### src/verilog/mist_pkg.sv
package mist_pkg;

    // one byte of the downloaded game image
    typedef logic [7:0] byte_t;

    // a single colour channel at the video output
    typedef logic [3:0] color_t;

    // vertical phase of the frame
    //   st_active  lines carrying picture
    //   st_front   one line of front porch
    //   st_sync    two lines with vs high
    //   st_back    remaining lines up to V_TOTAL
    typedef enum logic [1:0] {
        st_active = 2'd0,
        st_front  = 2'd1,
        st_sync   = 2'd2,
        st_back   = 2'd3
    } vid_state_t;

endpackage

### src/verilog/ioctl_if.sv
`timescale 1ns/1ns

interface ioctl_if #(
    parameter int ROM_AW = 10
);

    logic [ROM_AW-1:0] addr;
    mist_pkg::byte_t   data;
    // one-cycle write strobe
    logic              wr;
    // high for the whole download frame
    logic              downloading;

    modport driver (
        output addr,
        output data,
        output wr,
        output downloading
    );

    modport receiver (
        input addr,
        input data,
        input wr
    );

    modport monitor (
        input downloading
    );

endinterface

### src/verilog/video_if.sv
`timescale 1ns/1ns

interface video_if #(
    parameter int H_TOTAL = 24,
    parameter int V_TOTAL = 12
);

    localparam int HW = $clog2(H_TOTAL);
    localparam int VW = $clog2(V_TOTAL);

    logic          pxl_cen;
    logic [HW-1:0] hcnt;
    logic [VW-1:0] vcnt;
    // flags decoded from the current counters
    logic          hblank;
    logic          vblank;
    logic          hs;
    logic          vs;

    modport source (
        output pxl_cen,
        output hcnt,
        output vcnt,
        output hblank,
        output vblank,
        output hs,
        output vs
    );

    modport sink (
        input pxl_cen,
        input hcnt,
        input vcnt,
        input hblank,
        input vblank,
        input hs,
        input vs
    );

endinterface

### src/verilog/pixel_gen.sv
`timescale 1ns/1ns

module pixel_gen #(
    parameter int ROM_AW    = 10,
    parameter int H_VISIBLE = 16
) (
    input  logic              clk,
    input  logic              reset,
    video_if.sink             video,
    ioctl_if.monitor          ioctl,
    output logic [ROM_AW-1:0] rd_addr,
    input  mist_pkg::byte_t   rd_data,
    output logic              hs,
    output logic              vs,
    output logic              hblank,
    output logic              vblank,
    output mist_pkg::color_t  red,
    output mist_pkg::color_t  green,
    output mist_pkg::color_t  blue
);

    logic [31:0]      lin_addr;
    mist_pkg::color_t hi_nib;
    mist_pkg::color_t lo_nib;
    logic             blank;

    // linear image address, wraps at the ROM size
    assign lin_addr = 32'(video.vcnt) * H_VISIBLE + 32'(video.hcnt);
    assign rd_addr  = lin_addr[ROM_AW-1:0];

    assign hi_nib = rd_data[7:4];
    assign lo_nib = rd_data[3:0];
    assign blank  = video.hblank | video.vblank | ioctl.downloading;

    // rd_data is valid by the pxl_cen cycle since CEN_DIV >= 2
    always_ff @(posedge clk) begin
        if (reset) begin
            hs     <= 1'b0;
            vs     <= 1'b0;
            hblank <= 1'b0;
            vblank <= 1'b0;
            red    <= '0;
            green  <= '0;
            blue   <= '0;
        end else if (video.pxl_cen) begin
            hs     <= video.hs;
            vs     <= video.vs;
            hblank <= video.hblank;
            vblank <= video.vblank;
            red    <= blank ? '0 : hi_nib;
            green  <= blank ? '0 : lo_nib;
            blue   <= blank ? '0 : hi_nib ^ lo_nib;
        end
    end

    a_black_in_blank: assert property (
        @(posedge clk) disable iff (reset)
        (hblank || vblank) |-> (red == '0 && green == '0 && blue == '0)
    ) else $error("pixel_gen: colour during blanking");

endmodule

### src/flat_wrapper.sv
// flat-port wrapper written by rule: the top's interface ports become plain ports
module pixel_gen_flat 
#(
    parameter int ROM_AW    = 10,
    parameter int H_VISIBLE = 16
)
  (clk, reset, rd_addr, rd_data, hs, vs, hblank, vblank, red, green, blue, video_pxl_cen, video_hcnt, video_vcnt, video_hblank, video_vblank, video_hs, video_vs, ioctl_downloading);
  video_if video_i ();
  ioctl_if #(.ROM_AW(ROM_AW)) ioctl_i ();
  input  logic clk;
  input  logic reset;
  output logic [ROM_AW-1:0] rd_addr;
  input  mist_pkg::byte_t rd_data;
  output logic hs;
  output logic vs;
  output logic hblank;
  output logic vblank;
  output mist_pkg::color_t red;
  output mist_pkg::color_t green;
  output mist_pkg::color_t blue;
  input wire logic [$bits(video_i.pxl_cen)-1:0] video_pxl_cen;
  input wire logic [$bits(video_i.hcnt)-1:0] video_hcnt;
  input wire logic [$bits(video_i.vcnt)-1:0] video_vcnt;
  input wire logic [$bits(video_i.hblank)-1:0] video_hblank;
  input wire logic [$bits(video_i.vblank)-1:0] video_vblank;
  input wire logic [$bits(video_i.hs)-1:0] video_hs;
  input wire logic [$bits(video_i.vs)-1:0] video_vs;
  input wire logic [$bits(ioctl_i.downloading)-1:0] ioctl_downloading;
  assign video_i.pxl_cen = video_pxl_cen;
  assign video_i.hcnt = video_hcnt;
  assign video_i.vcnt = video_vcnt;
  assign video_i.hblank = video_hblank;
  assign video_i.vblank = video_vblank;
  assign video_i.hs = video_hs;
  assign video_i.vs = video_vs;
  assign ioctl_i.downloading = ioctl_downloading;
  pixel_gen #(.ROM_AW(ROM_AW), .H_VISIBLE(H_VISIBLE)) u_core (.clk(clk), .reset(reset), .video(video_i), .ioctl(ioctl_i), .rd_addr(rd_addr), .rd_data(rd_data), .hs(hs), .vs(vs), .hblank(hblank), .vblank(vblank), .red(red), .green(green), .blue(blue));
endmodule
### config.mk
export PLATFORM = sky130hd
export DESIGN_NAME = pixel_gen_flat
export DESIGN_NICKNAME = d
export VERILOG_FILES = /design/src/verilog/mist_pkg.sv /design/src/verilog/ioctl_if.sv /design/src/verilog/video_if.sv /design/src/verilog/pixel_gen.sv /design/src/flat_wrapper.sv
export SDC_FILE = /design/constraint.sdc
export NUM_CORES = 1
export LEC_CHECK = 0
export ABC_AREA = 1
export BUFFER_PORTS_ARGS = -buffer_cell sky130_fd_sc_hd__buf_2
export CAP_MARGIN = 10
export CORE_MARGIN = 2
export CORE_UTILIZATION = 40
export CTS_BUF_LIST = sky130_fd_sc_hd__clkbuf_16
export DETAILED_ROUTE_END_ITERATION = 10
export GPL_ROUTABILITY_DRIVEN = 0
export PLACE_DENSITY_LB_ADDON = 0.08
export SLEW_MARGIN = 20
export SYNTH_ARGS = -nofsm -noshare
export SYNTH_HDL_FRONTEND = slang
export SYNTH_SLANG_ARGS = --single-unit
### constraint.sdc
create_clock -name clk -period 0.94 [get_ports clk]
set_input_delay 0.094 -clock clk [delete_from_list [all_inputs] [get_ports clk]]
set_output_delay 0.094 -clock clk [all_outputs]
set_load 0.01 [all_outputs]
Word-level counts from Yosys, hierarchy flattened
Cells that the tools add are included.
- flip-flop bits (word level): 16
- bits of input ports: 25
- muxes and demuxes: 3
- add/sub/neg operators: 1
- bitwise operators: 3
- operator list (kind ; count):
    $mux 4 ; 3
    $add 8x5->9 ; 1
    $xor 4x4->4 ; 1
    $or 1x1->1 ; 2

Logic depth before layout (Yosys ltp)
- depth in word-level cells: 3
- gate-level depth with buffers: 6

Least setup slack after synthesis
Ideal clock, no wire load.
- path type: input-to-output
- start point: input video_vcnt[0]
- end point: output rd_addr[6]
- setup slack: 144 ps
- data required time: 846 ps
- path buffers: 0
- arrival: 702 ps
- stages: 3
- path through: ha_1 > ha_1 > xor2_1
- word-level cells in the longest chain between the ends: 1
- ends and longest elaborated chain (item ; line ; RTL):
    start: declaration ; flat_wrapper.sv:23 ; input wire logic [$bits(video_i.vcnt)-1:0] video_vcnt;
    $add 8x5->9 ; pixel_gen.sv:28 ; assign lin_addr = 32'(video.vcnt) * H_VISIBLE + 32'(video.hcnt);
    end: declaration ; flat_wrapper.sv:12 ; output logic [ROM_AW-1:0] rd_addr;
Every way passes these cells.

Final worst setup path
Same ends and word-level chain as after synthesis.

==> flow_metrics.tcl <==
set metrics [dict create \
    status "finished clean" \
    leakage_uw 0.000562 \
    power.share.sequential_pct 40.5 \
    pre_cts_slack_ns -0.0209 \
    clkLatencyLatePin_ns 0.24 \
    hpwlAfterDp_um 1320 \
    antenna_found_initial 0 \
    rows 15 \
    finalMaxSlewViolations 0 \
    p_comb_share_pct 12.3 \
    gr-total-overflow 0 \
    fmax_mhz 1110 \
    drtPass1Iterations 4 \
    io_pins 51 \
    grt_pass1_vias 663 \
    ys.warnings.count 0 \
    port_buffers 41 \
    die_width_um 47.3 \
    clock-sinks 16 \
    cts_buffer_depth 2 \
    synth_top_area_share_pct 42.7 \
    avgSynthCellArea_um2 7.00 \
    synth-seq-cells 16 \
    setup_ws_ns 0.0379 \
    cts_tree "built" \
    synth_ff_type "dfxtp_1" \
    synthTopCellsByCount "nand2_1, dfxtp_1, inv_1" \
    dieArea_um2 2240 \
    placed_cell_area_um2 958 \
    path_clk_slew_ns 0.05 \
    p_sw_share_pct 22.3 \
    ant_nets 0 \
    critPathLaunchType "input pin" \
    die_h_um 47.3 \
    drc 0 \
    clock_skew_ns 0 \
    diodes 0 \
    p_int_uw 1360 \
    yosysSeqAreaShare_pct 42.7 \
    p_sw_uw 389 \
    maxCapViolCount 0 \
    finalHoldViolations 0 \
    cts_buffers 3 \
    cts.root.buffer_cell "clkbuf_16" \
    nets 176 \
    clockPowerShare_pct 47.3 \
    drive_gt1_share_pct 35.8 \
    crit_type "input pin to output pin" \
    fp.coreArea_um2 1750 \
    min_period_over_period_pct 96.0 \
    fin_area_um2 1050 \
    cts.htree.levels 1 \
    synth_cells 107 \
    min_to "u_core.hs$_SDFFE_PP0P_" \
    area_growth_pct 40.4 \
    synth_area_um2 749 \
    synth_most_common_cell "nand2_1" \
    ff2ff_setup_slack_ns 0.30 \
    min_path_type "input pin to flop" \
    register_area_um2 320 \
    r2r-end "u_core.hs$_SDFFE_PP0P_" \
    setup_viol 0 \
    whs_path_depth 3 \
    post_cts_buffers 0 \
    wl_per_cell_um 10.0 \
    synth_nets 134 \
    rr_startpoint "u_core.hs$_SDFFE_PP0P_" \
    hold_slack_ns 0.0720 \
    start_util_pct 42.9 \
    hold_start "video_hs" \
    power.density_nw_per_um2 1660 \
    async_flop_share_pct 0 \
    cts_hold_buf 0 \
    synth.distinct_cells 17 \
    vdd_drop_max_v 0.00105 \
    rr_worst_depth 2 \
    utilization_pct 60.3 \
    drt_iter0_markers 6 \
    critPathMaxFanout 2 \
    end_kind "output pin" \
    multi_input_comb_area_um2 334 \
    grt_max_degree 15 \
    vias_per_cell 4.44 \
    cp_data_arrival_time_ns 0.81 \
    period_minus_slack_ns 0.902 \
    track_usage_pct 17.0 \
    synth-edff-count 0 \
    crit_required_ns 0.85 \
    num_vias 768 \
    fillerInstances 170 \
    wirelength_um 1740 \
    synthTopCellsByArea "dfxtp_1, nand2_1, a21oi_1, inv_1, buf_4" \
    yosys.area.top_type "dfxtp_1" \
    grt_pass1_wl_um 2650 \
]
what timing repair did:
item                                    in CTS  in global routing
endpoints found under the hold margin        0                  0
endpoints found under the setup margin       1                  2
resized for setup                            1                  2
pin swaps                                    0                  1
cells by family (layout without fill, tap and decap cells):
logic type	Yosys count	after routing	share of synthesized area (%)
AOI/OAI and AO/OA	17	17	11.7
xor gates and xnor gates	2	2	2.34
adders and majority gates	2	2	3.34
buffers and inverters	22	63	14.7
DFF	16	16	42.7
other	1	1	0.500
and+or+nand+nor	47	47	24.7
layer usage:
metal,GRT usage (%),part of all wire [%],vias up,wire length (um)
met1,19.2,40,333,691
li1,-,-,403,-
met4,6.67,0.58,0,10
met5,0,0,-,0
met3,4.23,7.5,2,130
met2,30.3,52,30,903
worst max path at each step:
stage,from,endpoint,slack [ns],depth (start not counted)
final,video_vcnt[0],rd_addr[6],0.04,5
after global routing,video_vcnt[0],rd_addr[7],-0.02,5
after CTS,video_vcnt[0],rd_addr[6],0.008,5
after detailed placement,video_vcnt[0],rd_addr[6],-0.02,5
after global placement,video_vcnt[0],rd_addr[6],-0.006,5
after floorplan,video_vcnt[0],rd_addr[6],0.14,3
layout by cell type (no fill, tap or decap):
master      n
inv_1      14
a211oi_1    1
buf_2      41
buf_4       4
nand2_2     2
conb_1      1
nand3_1     1
ha_4        1
nor2_1      6
a21oi_1    13
xor2_1      2
ha_2        1
clkbuf_16   3
clkinv_1    1
o21ai_0     3
dfxtp_1    16
nand2_1    37
nor2_2      1
power groups by stage:
stage / Clock [uW] / Sequential, uW / Combinational (uW)
after floorplan: 0 / 730 / 115
after global placement: 0 / 720 / 204
after detailed placement: 0 / 721 / 210
after CTS: 830 / 707 / 213
after global routing: 877 / 708 / 244
final: 825 / 707 / 214
layout make-up:
class	count	area share, %
multi-input cells	69	31.7
clock buffers	3	7.13
clock inverters	1	0.357
flip-flops and latches	16	30.4
repair buffers	45	22.4
inverters	14	4.99
well taps	25	2.97
stage by stage:
stage / total power [uW] / cells / setup TNS [ns]
4_1_cts: 1750 / 173 / 0
3_5_place_dp: 931 / 169 / -0.0209
3_3_place_gp: 924 / 169 / -0.00568
6_report: 1750 / 173 / 0
2_1_floorplan: 845 / 107 / 0
5_1_grt: 1830 / 173 / -0.0218
sequential cells by signal, indices dropped and copies added, names as in the netlist:
register / count
u_core.hblank: 1
u_core.green: 4
u_core.red: 4
u_core.vs: 1
u_core.blue: 4
u_core.hs: 1
u_core.vblank: 1
critical path, stage by stage:
cell and delay, ns:
buf_2 0.10, ha_2 0.20, ha_4 0.16, xor2_1 0.13
buf_2 0.13
Power figures use the tool's default switching activity.
