[src/verilog/mist_pkg.sv]
package mist_pkg;

    // one byte of the downloaded game image
    typedef logic [7:0] byte_t;

    // a single colour channel at the video output
    typedef logic [3:0] color_t;

    // vertical phase of the frame
    //   st_active  lines carrying picture
    //   st_front   one line of front porch
    //   st_sync    two lines with vs high
    //   st_back    remaining lines up to V_TOTAL
    typedef enum logic [1:0] {
        st_active = 2'd0,
        st_front  = 2'd1,
        st_sync   = 2'd2,
        st_back   = 2'd3
    } vid_state_t;

endpackage

[src/verilog/video_if.sv]
`timescale 1ns/1ns

interface video_if #(
    parameter int H_TOTAL = 24,
    parameter int V_TOTAL = 12
);

    localparam int HW = $clog2(H_TOTAL);
    localparam int VW = $clog2(V_TOTAL);

    logic          pxl_cen;
    logic [HW-1:0] hcnt;
    logic [VW-1:0] vcnt;
    // flags decoded from the current counters
    logic          hblank;
    logic          vblank;
    logic          hs;
    logic          vs;

    modport source (
        output pxl_cen,
        output hcnt,
        output vcnt,
        output hblank,
        output vblank,
        output hs,
        output vs
    );

    modport sink (
        input pxl_cen,
        input hcnt,
        input vcnt,
        input hblank,
        input vblank,
        input hs,
        input vs
    );

endinterface

[src/verilog/video_timing.sv]
`timescale 1ns/1ns

module video_timing #(
    parameter int H_VISIBLE = 16,
    parameter int H_TOTAL   = 24,
    parameter int V_VISIBLE = 8,
    parameter int V_TOTAL   = 12,
    parameter int CEN_DIV   = 2
) (
    input  logic     clk,
    input  logic     reset,
    video_if.source  video
);

    localparam int HW = $clog2(H_TOTAL);
    localparam int VW = $clog2(V_TOTAL);
    localparam int CW = $clog2(CEN_DIV);

    logic [CW-1:0]        cen_cnt;
    logic                 pxl_cen;
    logic [HW-1:0]        hcnt;
    logic [VW-1:0]        vcnt;
    logic                 line_end;
    mist_pkg::vid_state_t state;
    mist_pkg::vid_state_t state_next;

    // pixel enable, one clock in CEN_DIV
    always_ff @(posedge clk) begin
        if (reset) begin
            cen_cnt <= '0;
            pxl_cen <= 1'b0;
        end else if (cen_cnt == CW'(CEN_DIV - 1)) begin
            cen_cnt <= '0;
            pxl_cen <= 1'b1;
        end else begin
            cen_cnt <= cen_cnt + 1'b1;
            pxl_cen <= 1'b0;
        end
    end

    assign line_end = hcnt == HW'(H_TOTAL - 1);

    always_comb begin
        state_next = state;
        case (state)
            mist_pkg::st_active:
                if (vcnt == VW'(V_VISIBLE - 1)) state_next = mist_pkg::st_front;
            mist_pkg::st_front:
                state_next = mist_pkg::st_sync;
            mist_pkg::st_sync:
                if (vcnt == VW'(V_VISIBLE + 2)) begin
                    // back porch may be empty
                    state_next = (vcnt == VW'(V_TOTAL - 1)) ? mist_pkg::st_active
                                                             : mist_pkg::st_back;
                end
            default:
                if (vcnt == VW'(V_TOTAL - 1)) state_next = mist_pkg::st_active;
        endcase
    end

    always_ff @(posedge clk) begin
        if (reset) begin
            hcnt  <= '0;
            vcnt  <= '0;
            state <= mist_pkg::st_active;
        end else if (pxl_cen) begin
            if (line_end) begin
                hcnt  <= '0;
                vcnt  <= (vcnt == VW'(V_TOTAL - 1)) ? '0 : vcnt + 1'b1;
                state <= state_next;
            end else begin
                hcnt <= hcnt + 1'b1;
            end
        end
    end

    assign video.pxl_cen = pxl_cen;
    assign video.hcnt    = hcnt;
    assign video.vcnt    = vcnt;
    assign video.hblank  = hcnt >= HW'(H_VISIBLE);
    // four pixels of sync after one pixel of front porch
    assign video.hs      = hcnt >= HW'(H_VISIBLE + 1) && hcnt <= HW'(H_VISIBLE + 4);
    assign video.vblank  = state != mist_pkg::st_active;
    assign video.vs      = state == mist_pkg::st_sync;

    a_hs_in_hblank: assert property (
        @(posedge clk) disable iff (reset) video.hs |-> video.hblank
    ) else $error("video_timing: hs outside hblank");

    a_vs_in_vblank: assert property (
        @(posedge clk) disable iff (reset) video.vs |-> video.vblank
    ) else $error("video_timing: vs outside vblank");

endmodule

[src/flat_wrapper.sv]
// flat-port wrapper written by rule: the top's interface ports become plain ports
module video_timing_flat 
#(
    parameter int H_VISIBLE = 16,
    parameter int H_TOTAL   = 24,
    parameter int V_VISIBLE = 8,
    parameter int V_TOTAL   = 12,
    parameter int CEN_DIV   = 2
)
  (clk, reset, video_pxl_cen, video_hcnt, video_vcnt, video_hblank, video_vblank, video_hs, video_vs);
  video_if #(.H_TOTAL(H_TOTAL), .V_TOTAL(V_TOTAL)) video_i ();
  input  logic clk;
  input  logic reset;
  output wire logic [$bits(video_i.pxl_cen)-1:0] video_pxl_cen;
  output wire logic [$bits(video_i.hcnt)-1:0] video_hcnt;
  output wire logic [$bits(video_i.vcnt)-1:0] video_vcnt;
  output wire logic [$bits(video_i.hblank)-1:0] video_hblank;
  output wire logic [$bits(video_i.vblank)-1:0] video_vblank;
  output wire logic [$bits(video_i.hs)-1:0] video_hs;
  output wire logic [$bits(video_i.vs)-1:0] video_vs;
  assign video_pxl_cen = video_i.pxl_cen;
  assign video_hcnt = video_i.hcnt;
  assign video_vcnt = video_i.vcnt;
  assign video_hblank = video_i.hblank;
  assign video_vblank = video_i.vblank;
  assign video_hs = video_i.hs;
  assign video_vs = video_i.vs;
  video_timing #(.H_VISIBLE(H_VISIBLE), .H_TOTAL(H_TOTAL), .V_VISIBLE(V_VISIBLE), .V_TOTAL(V_TOTAL), .CEN_DIV(CEN_DIV)) u_core (.clk(clk), .reset(reset), .video(video_i));
endmodule
[config.mk]
export PLATFORM = sky130hd
export DESIGN_NAME = video_timing_flat
export DESIGN_NICKNAME = d
export VERILOG_FILES = /design/src/verilog/mist_pkg.sv /design/src/verilog/video_if.sv /design/src/verilog/video_timing.sv /design/src/flat_wrapper.sv
export SDC_FILE = /design/constraint.sdc
export NUM_CORES = 1
export LEC_CHECK = 0
export ABC_AREA = 1
export BUFFER_PORTS_ARGS = -buffer_cell sky130_fd_sc_hd__buf_2
export CAP_MARGIN = 20
export CORE_MARGIN = 5
export CORE_UTILIZATION = 35
export DETAILED_ROUTE_END_ITERATION = 16
export GPL_ROUTABILITY_DRIVEN = 0
export HOLD_SLACK_MARGIN = 0.03
export PLACE_DENSITY_LB_ADDON = 0.3
export SLEW_MARGIN = 20
export SYNTH_ARGS = -nofsm -noshare
export SYNTH_HDL_FRONTEND = slang
export SYNTH_SLANG_ARGS = --single-unit
[constraint.sdc]
create_clock -name clk -period 1.5 [get_ports clk]
set_input_delay 0.225 -clock clk [delete_from_list [all_inputs] [get_ports clk]]
set_output_delay 0.225 -clock clk [all_outputs]
set_load 0.01 [all_outputs]
Word-level counts from Yosys, hierarchy flattened

Index checks and enable logic that the tools add are counted.

Add/subtract/negate cells: 3
Reduce and logical (&&, ||, !) cells: 7
Magnitude comparators: 3
Multiplexer cells: 8
Eq/ne operators: 8

Operators with widths:

| cell                                                                     | count |
|---|---|
| 5-bit greater-or-equal comparator (second input constant)                | 2 |
| 4-bit equality test (second input constant)                              | 2 |
| 2-bit two-way mux                                                        | 4 |
| 2-bit one-hot mux with 3 select lines                                    | 1 |
| 5-bit by 1-bit adder with 5-bit output (second input constant)           | 1 |
| 5-bit equality test (second input constant)                              | 1 |
| 5-bit <= comparator (second input constant)                              | 1 |
| 5-bit two-way mux                                                        | 1 |
| 5-bit AND reduction                                                      | 1 |
| 4-bit by 1-bit adder with 4-bit output (second input constant)           | 1 |
| 4-bit by 3-bit equality test with 1-bit output (second input constant)   | 1 |
| 4-bit two-way mux                                                        | 1 |
| 2-bit by 1-bit inequality test with 1-bit output (second input constant) | 2 |
| 4-bit nonzero test                                                       | 1 |
| 2-bit by 1-bit equality test with 1-bit output (second input constant)   | 1 |
| 2-bit equality test (second input constant)                              | 1 |
| 2-bit zero test                                                          | 1 |
| 2-bit AND reduction                                                      | 1 |
| 2-bit nonzero test                                                       | 1 |
| 2-bit OR reduction                                                       | 1 |
| 1-bit adder (second input constant)                                      | 1 |
| 1-bit logical AND                                                        | 1 |
| 1-bit two-way mux                                                        | 1 |

Flip-flop bits (word level): 13
Logic and storage cells: 34

Longest topological paths before layout

Word-level depth: 4
Gate-level depth with buffers: 9
Mapped depth without buffers: 9

Worst setup path after synthesis

Ideal clock, no wire load.

Path type: reg2reg
Start: reg u_core.hcnt[0], in the netlist u_core.video.hcnt[0]
End: reg u_core.state[0]
Buffers on the path: 0
Arrival: 1.245 ns
Required time: 1.387 ns
Stages on the path, launching flop included: 9
Setup slack: 0.143 ns
Cell sequence: dfxtp_1 -> ha_1 -> nand3_2 -> nor2_8 -> nand2_4 -> nor2_2 -> nand2_1 -> nand2_1 -> nor2_1

Cells in the longest elaborated chain, start to end: 2

RTL lines:

| item                          | RTL line           | source |
|---|---|---|
| start, declared               | video_timing.sv:21 | `logic [HW-1:0] hcnt;` |
| start signal, assigned        | video_timing.sv:72 | `hcnt <= hcnt + 1'b1;` |
| 5-bit equality test           | video_timing.sv:41 | `assign line_end = hcnt == HW'(H_TOTAL - 1);` |
| 5-bit AND reduction (no line) | -                  |  |
| end signal, assigned          | video_timing.sv:65 | `state <= mist_pkg::st_active;` |
| end signal, assigned          | video_timing.sv:70 | `state <= state_next;` |
| end, declared                 | video_timing.sv:24 | `mist_pkg::vid_state_t state;` |

Every way passes these cells.
A chain may end at the register's enable or synchronous reset.

Final worst setup path

Start: reg u_core.hcnt[0], in the netlist u_core.video.hcnt[0]
End: out video_hs

Cells in the longest elaborated chain, start to end: 2
Elaborated cells between the ends (all ways): 3

RTL lines:

| item                                                                            | RTL line           | source |
|---|---|---|
| 5-bit greater-or-equal comparator / 5-bit <= comparator (equally long branches) | video_timing.sv:82 | `assign video.hs = hcnt >= HW'(H_VISIBLE + 1) && hcnt <= HW'(H_VISIBLE + 4);` |
| 1-bit logical AND *                                                             | video_timing.sv:82 |  |
| end, declared                                                                   | flat_wrapper.sv:19 | `output wire logic [$bits(video_i.hs)-1:0] video_hs;` |

Mark *: on every way between the ends. The rest lies on a longest branch, timed or not.

==> out/metrics.yaml <==
status: "completed"
drc: 0
slowest_stage: "dfxtp_4"
grt.total_usage_pct: 11.7
yosysUniqueCellTypes: 22
dr.pass1.iters: 4
ff2ff_path_depth: 7
cp-start-kind: "flip-flop"
gr-total-overflow: 0
required_ns: 1.27
finalHoldViolCount: 0
rr_endpoint: "u_core.video.vcnt[0]$_SDFFE_PP0P_"
fin_util_pct: 48.9
core_area_um2: 1920
reg2reg_from: "u_core.video.hcnt[0]$_SDFFE_PP0P_"
dp_slack_ns: 0.0780
initial_core_util_pct: 36.3
grt_pass1_vias: 586
ctsHoldBuffers: 0
grt_setup_unrepaired: "true"
hold_class: "in -> reg"
ant_nets: 0
min_period_ns: 1.44
area_growth_syn_to_layout_pct: 34.6
design_area_um2: 940
die-area_um2: 2990
syn_area_per_cell_um2: 7.35
slew_viol_final: 0
p_per_area_nw_per_um2: 662
drt_iter0_drc: 12
grt_max_degree: 11
critical_path_class: "reg -> out"
r2r_setup_slack_ns: 0.08
worst_pin_slew_ns: 0.235
p_int_mw: 0.473
cp-startpoint: "u_core.video.hcnt[0]$_SDFFE_PP0P_"
syn-cell-area_um2: 698
max-slew-margin-rel_pct: 84.2
p_clk_share_pct: 35.4
viasPerCell: 4.66
vias: 689
multi_input_area_um2: 414
clock_path_buffers: 2
dpl_cell_area_um2: 818
ios: 16
final_common_cell: "nand2_1"
wirelength_mm: 1.56
skew_ns: 0.00169
clkLatencyLatePin_ns: 0.28
peakVddDrop_mv: 0.434
crit_path_end_kind: "output port"
place_inst: 138
netSwitchingFraction_pct: 23.9
die_x_um: 54.7
yosys_warnings: 0
fin_crit_sh_pct: 96.1
die_y_um: 54.7
fin_ws_ns: 0.0585
io_buffers: 15
crit_path_cell_trace: "inv_2 > ha_4 > o2111ai_2 > inv_1 > buf_2"
setup_viol: 0
cap_viol_max_count: 0
place_hpwl_mm: 1.09
drive_gt1_share_pct: 34.7
pwr-share-comb_pct: 7.3
diodes: 0
finish.net_count: 129
synth_seq_area_share_pct: 37.3
p_leak_nw: 0.468
wire_per_inst_um: 10.5
num_rows: 16
cts_max_level: 1
root_buffer: "clkbuf_4"
cp-endpoint: "video_hs"
cts_buffers: 3
antenna_found_initial: 0
layout_common_cells: "16 x nand2_1, 15 x buf_2, 14 x inv_1, 13 x nor2_1, 10 x dfxtp_1"
fillers: 206
setup_tns_ns: 0
grt_pass1_wl_mm: 2.47
clock-sinks: 13
cts_tree: "done"
crit_arrival_ns: 1.22
final_cells: 148
sequentialPowerShare_pct: 57.3
crit_path_max_incr_delay_ns: 0.38
max_freq_mhz: 694
path_max_fanout: 4
syn_inst: 95
syn_nets: 102
clk_pin_slew_ns: 0.08
synth-seq-cells: 13
seqCellArea_um2: 267
p_sw_mw: 0.149
[what timing repair did]
action,4_1_cts,5_1_grt
resized for setup,3,13
buffers inserted,1,5
setup endpoints to repair,1,2
pin swaps,0,5
[metrics by stage]
stage | power (mW) | hold slack [ns]
6_report | 0.622 | 0.192
5_1_grt | 0.661 | 0.197
4_1_cts | 0.615 | 0.192
3_5_place_dp | 0.398 | 0.405
3_3_place_gp | 0.397 | 0.401
2_1_floorplan | 0.383 | 0.292
[critical path: cells and delay by family, from the launching register on]
kind,cells,cell delay (ns)
buf+inv,3,0.24
compound gates,1,0.17
flops,1,0.38
fa+ha+maj,1,0.15
[state kept, by name, summed over array words and instances, names as in the netlist]
signal,count
u_core.video.hcnt,5
u_core.video.vcnt,4
u_core.state,2
u_core.cen_cnt,1
u_core.video.pxl_cen,1
[power groups by stage]
stage	Combinational (mW)	Sequential [mW]	Clock [mW]
final	0.0455	0.356	0.220
after global routing	0.0516	0.357	0.252
after CTS	0.0352	0.356	0.224
after detailed placement	0.0331	0.365	0
after global placement	0.0336	0.364	0
after floorplan	0.0160	0.367	0
[synth_stat cells]
| library cell | instances | area, um2 |
|---|---|---|
| inv_1 | 16 | 60.1 |
| nor3_1 | 4 | 20.0 |
| nand2_4 | 1 | 11.3 |
| nand3_2 | 1 | 10.0 |
| nor2_8 | 1 | 20.0 |
| o211a_1 | 1 | 10.0 |
| nand3_1 | 4 | 20.0 |
| nand2_1 | 17 | 63.8 |
| nand4_1 | 1 | 6.26 |
| clkbuf_1 | 1 | 3.75 |
| o2111ai_1 | 1 | 8.76 |
| o21ai_2 | 1 | 8.76 |
| inv_2 | 1 | 3.75 |
| xor2_1 | 2 | 17.5 |
| o21ai_0 | 4 | 20.0 |
| nor2_2 | 1 | 6.26 |
| nor4_1 | 1 | 6.26 |
| o21ai_1 | 1 | 5.00 |
| dfxtp_1 | 13 | 260 |
| nor2_1 | 13 | 48.8 |
| a21oi_1 | 5 | 25.0 |
| ha_1 | 5 | 62.6 |
[metal layers]
| layer | GRT usage [%] | part of all wire, % |
|---|---|---|
| met2 | 17.7 | 44 |
| met4 | 6.22 | 2.3 |
| met1 | 14.6 | 45 |
| met5 | 0 | 0 |
| met3 | 3.81 | 8.3 |
[logic make-up after synthesis]
| logic type | Yosys count | synth area share (%) |
|---|---|---|
| adder cells (fa/ha/maj) | 5 | 8.96 |
| AO/OA/AOI/OAI | 13 | 11.1 |
| flip-flops | 13 | 37.3 |
| XOR/XNOR | 2 | 2.51 |
| AND/OR/NAND/NOR | 44 | 30.5 |
| buffers and inverters | 18 | 9.68 |
[worst min path at each step]
stage / startpoint / endpoint / slack (ns) / cells after the start
2_1_floorplan: reset / u_core.cen_cnt$_SDFF_PP0_ / 0.29 / 1
4_1_cts: reset / u_core.cen_cnt$_SDFF_PP0_ / 0.19 / 2
3_3_place_gp: u_core.cen_cnt$_SDFF_PP0_ / u_core.cen_cnt$_SDFF_PP0_ / 0.40 / 1
3_5_place_dp: u_core.cen_cnt$_SDFF_PP0_ / u_core.cen_cnt$_SDFF_PP0_ / 0.40 / 1
5_1_grt: reset / u_core.cen_cnt$_SDFF_PP0_ / 0.20 / 2
6_report: reset / u_core.cen_cnt$_SDFF_PP0_ / 0.19 / 2
[final cells by class]
class	count	area share, %
sequential	13	28.4
multi-input combinational	64	44.1
clock buffer	4	2.80
tap	27	3.60
timing repair buffer	23	14.1
inverter	17	7.06
Power figures use the tool's default switching activity.
