[src/verilog/mist_pkg.sv]
package mist_pkg;

    // one byte of the downloaded game image
    typedef logic [7:0] byte_t;

    // a single colour channel at the video output
    typedef logic [3:0] color_t;

    // vertical phase of the frame
    //   st_active  lines carrying picture
    //   st_front   one line of front porch
    //   st_sync    two lines with vs high
    //   st_back    remaining lines up to V_TOTAL
    typedef enum logic [1:0] {
        st_active = 2'd0,
        st_front  = 2'd1,
        st_sync   = 2'd2,
        st_back   = 2'd3
    } vid_state_t;

endpackage

[src/verilog/ioctl_if.sv]
`timescale 1ns/1ns

interface ioctl_if #(
    parameter int ROM_AW = 10
);

    logic [ROM_AW-1:0] addr;
    mist_pkg::byte_t   data;
    // one-cycle write strobe
    logic              wr;
    // high for the whole download frame
    logic              downloading;

    modport driver (
        output addr,
        output data,
        output wr,
        output downloading
    );

    modport receiver (
        input addr,
        input data,
        input wr
    );

    modport monitor (
        input downloading
    );

endinterface

[src/verilog/spi_download.sv]
`timescale 1ns/1ns

module spi_download (
    input  logic    clk,
    input  logic    reset,
    input  logic    spi_sck,
    input  logic    spi_ss2,
    input  logic    spi_di,
    ioctl_if.driver ioctl
);

    logic [1:0] sck_sync;
    logic [1:0] ss_sync;
    logic [1:0] di_sync;
    logic       sck_last;
    logic [2:0] bit_cnt;
    logic [6:0] shift;
    logic       sck_rise;
    logic       frame_start;

    assign sck_rise    = sck_sync[1] & ~sck_last;
    // ss2 seen low while not yet downloading
    assign frame_start = ~ss_sync[1] & ~ioctl.downloading;

    always_ff @(posedge clk) begin
        if (reset) begin
            sck_sync          <= 2'b00;
            ss_sync           <= 2'b11;
            sck_last          <= 1'b0;
            bit_cnt           <= 3'd0;
            ioctl.downloading <= 1'b0;
            ioctl.wr          <= 1'b0;
            ioctl.addr        <= '0;
        end else begin
            sck_sync          <= {sck_sync[0], spi_sck};
            ss_sync           <= {ss_sync[0], spi_ss2};
            sck_last          <= sck_sync[1];
            ioctl.downloading <= ~ss_sync[1];
            ioctl.wr          <= 1'b0;
            // step past the byte just written, wraps at the ROM size
            if (ioctl.wr) begin
                ioctl.addr <= ioctl.addr + 1'b1;
            end
            if (frame_start) begin
                ioctl.addr <= '0;
                bit_cnt    <= 3'd0;
            end else if (sck_rise && !ss_sync[1]) begin
                bit_cnt <= bit_cnt + 3'd1;
                if (bit_cnt == 3'd7) begin
                    ioctl.wr <= 1'b1;
                end
            end
        end
    end

    // serial data path, MSB first
    always_ff @(posedge clk) begin
        di_sync <= {di_sync[0], spi_di};
        if (sck_rise) begin
            shift <= {shift[5:0], di_sync[1]};
            if (bit_cnt == 3'd7) begin
                ioctl.data <= {shift, di_sync[1]};
            end
        end
    end

    // a partial byte at frame end never reaches the ROM
    a_wr_in_frame: assert property (
        @(posedge clk) disable iff (reset) ioctl.wr |-> ioctl.downloading
    ) else $error("spi_download: write strobe outside a download frame");

endmodule

[src/flat_wrapper.sv]
// flat-port wrapper written by rule: the top's interface ports become plain ports
module spi_download_flat 
  (clk, reset, spi_sck, spi_ss2, spi_di, ioctl_addr, ioctl_data, ioctl_wr, ioctl_downloading);
  ioctl_if ioctl_i ();
  input  logic clk;
  input  logic reset;
  input  logic spi_sck;
  input  logic spi_ss2;
  input  logic spi_di;
  output wire logic [$bits(ioctl_i.addr)-1:0] ioctl_addr;
  output wire logic [$bits(ioctl_i.data)-1:0] ioctl_data;
  output wire logic [$bits(ioctl_i.wr)-1:0] ioctl_wr;
  output wire logic [$bits(ioctl_i.downloading)-1:0] ioctl_downloading;
  assign ioctl_addr = ioctl_i.addr;
  assign ioctl_data = ioctl_i.data;
  assign ioctl_wr = ioctl_i.wr;
  assign ioctl_downloading = ioctl_i.downloading;
  spi_download u_core (.clk(clk), .reset(reset), .spi_sck(spi_sck), .spi_ss2(spi_ss2), .spi_di(spi_di), .ioctl(ioctl_i));
endmodule
[config.mk]
export PLATFORM = sky130hd
export DESIGN_NAME = spi_download_flat
export DESIGN_NICKNAME = d
export VERILOG_FILES = /design/src/verilog/mist_pkg.sv /design/src/verilog/ioctl_if.sv /design/src/verilog/spi_download.sv /design/src/flat_wrapper.sv
export SDC_FILE = /design/constraint.sdc
export NUM_CORES = 1
export LEC_CHECK = 0
export CAP_MARGIN = 10
export CORE_MARGIN = 2
export CORE_UTILIZATION = 36
export DETAILED_ROUTE_END_ITERATION = 8
export DONT_BUFFER_PORTS = 1
export SYNTH_ARGS = -nofsm -noshare
export SYNTH_HDL_FRONTEND = slang
export SYNTH_SLANG_ARGS = --single-unit
[constraint.sdc]
create_clock -name clk -period 1.7 [get_ports clk]
set_clock_uncertainty 0.1 [all_clocks]
set_input_delay 0.085 -clock clk [delete_from_list [all_inputs] [get_ports clk]]
set_output_delay 0.085 -clock clk [all_outputs]
set_load 0.005 [all_outputs]
-- After elaboration in Yosys (flattened, before gate mapping)
Cells that the tools add are included.
- register bits after elaboration: 37
- input bits: 5
- output and inout port bits: 20
- logic and storage cells: 25
- add/sub/neg operators: 2
- eq/ne operators: 1
- muxes and demuxes: 1
- bitwise logic cells: 6
- reductions and logical operators: 5
- operators by type and width (kind ; number):
    $add 10x1->10 const B ; 1
    $not 1->1 ; 4
    $add 3x1->3 const B ; 1
    $eq 3x3->1 const B ; 1
    $reduce_or 3->1 ; 1
    $and 1x1->1 ; 2
    $reduce_and 2->1 ; 1
    $reduce_or 2->1 ; 1
    $logic_and 1x1->1 ; 1
    $logic_not 1->1 ; 1
    $mux 1 ; 1

-- Longest topological paths before layout
Gate-level depths: netlist of the first run.
- word-level depth: 5
- depth in mapped cells: 4

-- Least setup slack after synthesis of the first run
OpenSTA, ideal clock, no wires.
- kind: reg2reg
- start point: reg u_core.sck_sync[1]
- end point: reg u_core.ioctl.data[0], enable pin
- arrival time: 1.079 ns
- data required time: 1.266 ns
- path slack: 0.186 ns
- stages on the path, launching flop included: 3
- period minus slack after synthesis: 1.514 ns
- cells stage by stage: dfxtp_1 > nor2b_1 > and2_1
- cells in the longest elaborated chain, start to end: 2
- ends and longest elaborated chain (what ; RTL line ; text):
    start: declaration ; spi_download.sv:12 ; logic [1:0] sck_sync;
    start signal: assignment ; spi_download.sv:35 ; sck_sync <= {sck_sync[0], spi_sck};
    $and 1x1->1 ; spi_download.sv:21 ; assign sck_rise = sck_sync[1] & ~sck_last;
    $reduce_and 2->1 (no line) ; -- ;
    end signal: assignment ; spi_download.sv:62 ; ioctl.data <= {shift, di_sync[1]};
    end: declaration ; ioctl_if.sv:16 ; output data,
No other way between the ends.
A chain may end at the register's enable or synchronous reset.

-- Worst setup path in the final report of the first run
- start point: reg u_core.ioctl.addr[0]
- end point: reg u_core.ioctl.addr[8]
- cells in the longest elaborated chain, start to end: 1
- ends and longest elaborated chain (what ; RTL line ; text):
    start: declaration ; ioctl_if.sv:15 ; output addr,
    start signal: assignment ; spi_download.sv:42 ; ioctl.addr <= ioctl.addr + 1'b1;
    $add 10x1->10 ; spi_download.sv:42 ;
No other way between the ends.

==> results.yml, run 1 <==
drt:
  ant_nets: 0
  m1WireLength_um: 876
  dr.max_layer_used: "met4"
  routed-wl-met3_um: 138
  wl_met2_um: 951
  viasPerCell: 4.85
  vias: 762
  drt_iter0_markers: 12
  drc: 0
  dr.pass1.iters: 4
  post_drt_wl_per_cell_um: 12.8
  drt_wl_total_um: 2010
cells_and_area:
  utilization_pct: 43.9
  fin_nets: 118
  layout_commonest_cell: "dfxtp_1"
  fill_cells: 341
  area_delta_synth_final_pct: 15.9
  mostFrequentLayoutCells: "22 x dfxtp_1, 15 x edfxtp_1, 9 x nor2_1"
  antennaDiodeCount: 0
  drive_above_1_share_pct: 14.4
  final_area_um2: 1480
synth:
  synth.ff_latch_count: 37
  synth_top_area_share_pct: 35.4
  synth_edf_count: 15
  synth_area_per_cell_um2: 13.3
  yosysTopAreaCell: "edfxtp_1"
  syn_nets: 104
  synthCells: 96
  async_flop_share_pct: 0
  yosysWarningCount: 0
  ys_seq_area_share_pct: 69.9
  synth.area.top_cells: "edfxtp_1 35%, dfxtp_1 35%, mux2i_1 3.1%, ha_1 2.9%, nor2_1 2.7%"
  syn_area_um2: 1270
  ys_types: 28
  synth_ff_type: "dfxtp_1"
clocking:
  cts.sink_count: 37
  cts_root_buffer: "clkbuf_4"
  cts_tree: "yes"
  worst_skew_pair.late_latency_ns: 0.34
  h-tree-depth: 2
  post_cts_resized: 0
  cts_buffers: 5
  clkSlewWorstSetupHoldPaths_ns: 0.11
  clk_path_buf_depth: 2
setup_path:
  worst-r2r-cell-count: 4
  startpoint_type: "register"
  worstReg2RegEnd: "u_core.ioctl.addr[8]$_SDFFE_PP0P_"
  crit_fanout: 5
  cp.arrival_ns: 1.70
  worstSetupPathType: "reg2reg"
  worstPathRequired_ns: 1.88
  rrSetupSlack_ns: 0.17
  end_kind: "register"
  r2r_start: "u_core.ioctl.addr[0]$_SDFFE_PP0P_"
floorplan:
  rows: 21
  fp.coreArea_um2: 3360
  ioPinCount: 25
  dieArea_um2: 4030
  die_y_um: 63.5
  die_w_um: 63.5
  initial_utilization_pct: 37.9
worst_hold_path:
  min_to: "u_core.di_sync[0]$_DFF_P_"
  hold_class: "in2reg"
  whs_path_depth: 1
  min_from: "spi_di"
timing:
  fin_crit_sh_pct: 89.9
  timing.fmax_ghz: 0.654
  rsz0062_at_grt: "false"
  hold_viol: 0
  setup_viol: 0
  worst_hold_slack_ns: 0.177
  finalCriticalPeriod_ns: 1.53
  tightest_slew_ns: 0.415
  setup_tns_ns: 0
  slew_headroom_pct: 72.3
  slew_violations: 0
power_and_ir_drop:
  p_total_uw: 1560
  leakage_uw: 0.000508
  powerDensity_nw_per_um2: 1060
  peakVddDrop_uv: 715
placement:
  port_buffers: 0
  place.gp.congestion: 0.855
  place_area_um2: 1360
global_routing:
  grt_pass1_vias: 743
  grt_pass1_wl_um: 3460
  grt_max_degree: 13
  grt_util_all_layers_pct: 11.7
  grt_overflow: 0
  antenna_found_initial: 0
run:
  maxCapViolations: 0
outcome:
  outcome: "finished clean"
[flip-flops by register name (all words and copies together) (netlist names), 2 cells and up]
register and flops:
u_core.bit_cnt 3, u_core.sck_sync 2, u_core.ss_sync 2, u_core.ioctl.addr 10
u_core.shift 7, u_core.di_sync 2, u_core.ioctl.data 8
[power by group]
part	internal, uW	total [uW]	switching (uW)	leakage, uW
clock	304	595	291	0.0000389
sequential	932	938	5.62	0.000315
combinational	16.6	30.8	14.2	0.000154
total	1250	1560	311	0.000508
[worst max-delay path by stage]
stage	start	end	slack, ns	cells past startpoint
finish	u_core.ioctl.addr[0]$_SDFFE_PP0P_	u_core.ioctl.addr[8]$_SDFFE_PP0P_	0.17	4
global route	u_core.ioctl.addr[0]$_SDFFE_PP0P_	u_core.ioctl.addr[6]$_SDFFE_PP0P_	0.06	4
CTS	u_core.ioctl.addr[0]$_SDFFE_PP0P_	u_core.ioctl.addr[8]$_SDFFE_PP0P_	0.16	4
detailed placement	u_core.ioctl.addr[0]$_SDFFE_PP0P_	u_core.ioctl.addr[8]$_SDFFE_PP0P_	0.19	4
global placement	u_core.ioctl.addr[0]$_SDFFE_PP0P_	u_core.ioctl.addr[6]$_SDFFE_PP0P_	0.25	4
floorplan	u_core.sck_sync[1]$_SDFF_PP0_	u_core.ioctl.data[0]$_DFFE_PP_	0.19	2
[layout make-up]
| class | instances | area, um^2 | area share (%) |
|---|---|---|---|
| clock inverter | 3 | 41.3 | 2.80 |
| timing repair buffer | 9 | 77.6 | 5.25 |
| sequential | 37 | 891 | 60.3 |
| inverter | 2 | 7.51 | 0.508 |
| tap | 46 | 57.6 | 3.90 |
| multi-input combinational | 55 | 364 | 24.7 |
| clock buffer | 5 | 37.5 | 2.54 |
[worst max-delay path, stage by stage (launching register included)]
cell,delay [ns]
dfxtp_1,0.46
ha_1,0.20
nand4_1,0.19
or3_1,0.36
a21oi_1,0.15
[cell families after synthesis]
| family | Yosys count | synth area share, % |
|---|---|---|
| adders and majority gates | 3 | 2.95 |
| AOI/OAI and AO/OA | 10 | 4.91 |
| xor gates and xnor gates | 5 | 3.44 |
| and+or+nand+nor | 33 | 14.1 |
| muxes | 4 | 3.14 |
| DFF | 37 | 69.9 |
| buffers and inverters | 4 | 1.47 |
[metal layers]
| metal | up-vias | GRT usage (%) |
|---|---|---|
| li1 | 372 | - |
| met1 | 356 | 12.7 |
| met2 | 28 | 17.6 |
| met3 | 6 | 6.07 |
| met4 | 0 | 7.61 |
| met5 | - | 0 |
[cells in the mapped netlist, types with 2 or more instances]
cell type  instances
xor2_1             2
nor2_1             9
nand4_1            3
mux2i_1            4
xnor2_1            3
dfxtp_1           22
ha_1               3
edfxtp_1          15
o31ai_1            2
inv_1              2
or3_1              2
or2_2              2
or4_1              2
a21oi_1            4
nor2b_1            4
o21ai_0            2
nand2_1            4
[timing repair]
item | 4_1_cts | 5_1_grt
hold buffers | 4 | 0
hold endpoints to repair | 21 | 0
setup buffers | 0 | 0
[stage by stage]
step                setup slack (ns)  std cells
floorplan                      0.186         96
global placement               0.250        145
detailed placement             0.185        145
CTS                            0.159        157
global route                  0.0557        157
finish                         0.172        157
No activity file was read; power rests on OpenSTA's default activity.
==> inputs of run 2 (changes only) <==
--- a/config.mk
+++ b/config.mk
@@ -7,9 +7,10 @@
 export LEC_CHECK = 0
 export CAP_MARGIN = 10
 export CORE_MARGIN = 2
-export CORE_UTILIZATION = 36
+export CORE_UTILIZATION = 59
 export DETAILED_ROUTE_END_ITERATION = 8
 export DONT_BUFFER_PORTS = 1
+export PLACE_DENSITY = 0.75
 export SYNTH_ARGS = -nofsm -noshare
 export SYNTH_HDL_FRONTEND = slang
 export SYNTH_SLANG_ARGS = --single-unit
==> run 2 against run 1 <==
Net effect: die area decreased by 37%; first-iteration DRC count increased by 58%; total power decreased by 12%; register-to-register slack improved by 0.02 ns; highest routed layer unchanged; routed wire length increased by 2.6%; clock-buffer cell count increased by 2; sequential power about the same; critical endpoint unchanged; sequential share of layout area increased by 2.6 points; non-clock buffer count decreased by 1; sequential cell count unchanged; clock power decreased by 31%.
==> results.yml, run 2 (same netlist as run 1, synthesis figures left out) <==
floorplan:
  die_y_um: 50.5
  dieArea_um2: 2550
  ioPinCount: 25
  fp.coreArea_um2: 2000
  die_w_um: 50.5
  rows: 16
  initial_utilization_pct: 63.6
setup_path:
  worstSetupPathType: "reg2reg"
  startpoint_type: "register"
  worst-r2r-cell-count: 4
  rrSetupSlack_ns: 0.19
  crit_fanout: 5
  worstPathRequired_ns: 1.87
  cp.arrival_ns: 1.68
  end_kind: "register"
timing:
  slew_headroom_pct: 72.4
  slew_violations: 0
  finalCriticalPeriod_ns: 1.51
  timing.fmax_ghz: 0.664
  setup_viol: 0
  rsz0062_at_grt: "false"
  timing.final.ws_setup_ns: 0.194
  tightest_slew_ns: 0.414
  setup_tns_ns: 0
  hold_viol: 0
  fin_crit_sh_pct: 88.6
cells_and_area:
  fill_cells: 151
  layout_commonest_cell: "dfxtp_1"
  area_delta_synth_final_pct: 11.1
  top_regs: "u_core.ioctl.addr (10), u_core.ioctl.data (8), u_core.shift (7)"
  antennaDiodeCount: 0
  largest_reg_flops: 10
  drive_above_1_share_pct: 11.8
  fin_nets: 117
  largest_register: "u_core.ioctl.addr"
  mostFrequentLayoutCells: "22 x dfxtp_1, 15 x edfxtp_1, 9 x nor2_1"
placement:
  port_buffers: 0
  pre_cts_slack_ns: 0.219
  hpwl_um: 1470
  place.gp.congestion: 0.635
clocking:
  cts_root_buffer: "clkbuf_4"
  post_cts_resized: 0
  h-tree-depth: 2
  cts.sink_count: 37
  clkSlewWorstSetupHoldPaths_ns: 0.09
  clk_path_buf_depth: 2
  worst_skew_pair.late_latency_ns: 0.33
  cts_tree: "yes"
  cts_buffers: 5
power_and_ir_drop:
  switching_power_uw: 272
  peakVddDrop_uv: 580
  p_comb_share_pct: 2.3
  seqPwrFrac_pct: 68.0
  swShare_pct: 19.7
  leakage_uw: 0.000489
  pwr-share-clk_pct: 29.7
  powerDensity_nw_per_um2: 975
  p_int_uw: 1110
global_routing:
  grt_max_degree: 13
  grt_overflow: 0
  antenna_found_initial: 0
  grt_pass1_wl_um: 3440
  grt_pass1_vias: 785
  grt_util_all_layers_pct: 19.5
worst_hold_path:
  whs_path_depth: 3
  hold_class: "in2reg"
drt:
  post_drt_wl_per_cell_um: 15.1
  vias: 760
  drt_iter0_markers: 19
  viasPerCell: 5.55
  drc: 0
  dr.pass1.iters: 4
  drt_wl_total_um: 2070
  ant_nets: 0
outcome:
  outcome: "finished clean"
run:
  maxCapViolations: 0
[run 2: changes by cell type in the layout (fill, tap and decap cells not counted), sizes merged]
cell / before / now
buf: 5 / 4
bufinv: 1 / 0
clkbuf: 5 / 7
clkinvlp: 1 / 0
[run 2: power groups by stage]
stage	registers, uW	logic (uW)	clock network, uW
2_1_floorplan	956	15.7	0
3_3_place_gp	958	22.0	0
3_5_place_dp	959	23.1	0
4_1_cts	939	31.3	432
5_1_grt	940	34.3	465
6_report	938	31.1	410
[run 2: final timing paths]
check                                    startpoint                                end
setup reg to reg  u_core.ioctl.addr[0]$_SDFFE_PP0P_  u_core.ioctl.addr[8]$_SDFFE_PP0P_
hold / removal                                reset  u_core.ioctl.addr[4]$_SDFFE_PP0P_
hold reg to reg           u_core.di_sync[0]$_DFF_P_          u_core.di_sync[1]$_DFF_P_
setup / recovery  u_core.ioctl.addr[0]$_SDFFE_PP0P_  u_core.ioctl.addr[8]$_SDFFE_PP0P_
[run 2: critical path: stages (launching register included)]
cell and delay (ns):
dfxtp_1 0.44, ha_1 0.20, nand4_1 0.20, or3_1 0.37
a21oi_1 0.14
[run 2: routing by layer]
layer / part of all wire, % / vias up / track usage (%)
met5: 0 / - / 0
met4: 3.0 / 0 / 10.8
met3: 7.8 / 9 / 10.7
met2: 50 / 32 / 32.5
met1: 39 / 354 / 19.0
li1: - / 365 / -
[run 2: metrics by stage]
stage / utilization [%] / std cells / total power (uW) / hold slack (ns) / instance area (um^2)
detailed placement: 66.3 / 125 / 982 / 0.0128 / 1330
finish: 70.7 / 137 / 1380 / 0.0239 / 1420
global placement: 66.3 / 125 / 980 / 0.0128 / 1330
CTS: 70.7 / 137 / 1400 / 0.00822 / 1420
global route: 70.7 / 137 / 1440 / 0.00962 / 1420
floorplan: - / 96 / 972 / 0.0127 / 1270
[run 2: cell type report]
cell class | instances | area, um^2 | share of cell area, %
clock buffers | 7 | 45.0 | 3.18
clock inverters | 1 | 3.75 | 0.265
inverters | 2 | 7.51 | 0.531
multi-input cells | 55 | 364 | 25.7
flip-flops and latches | 37 | 891 | 63.0
well taps | 27 | 33.8 | 2.39
repair buffers | 8 | 70.1 | 4.95
[run 2: timing repair]
item,4_1_cts,5_1_grt
buffers inserted,0,0
hold buffers,4,0
hold endpoints to repair,9,0
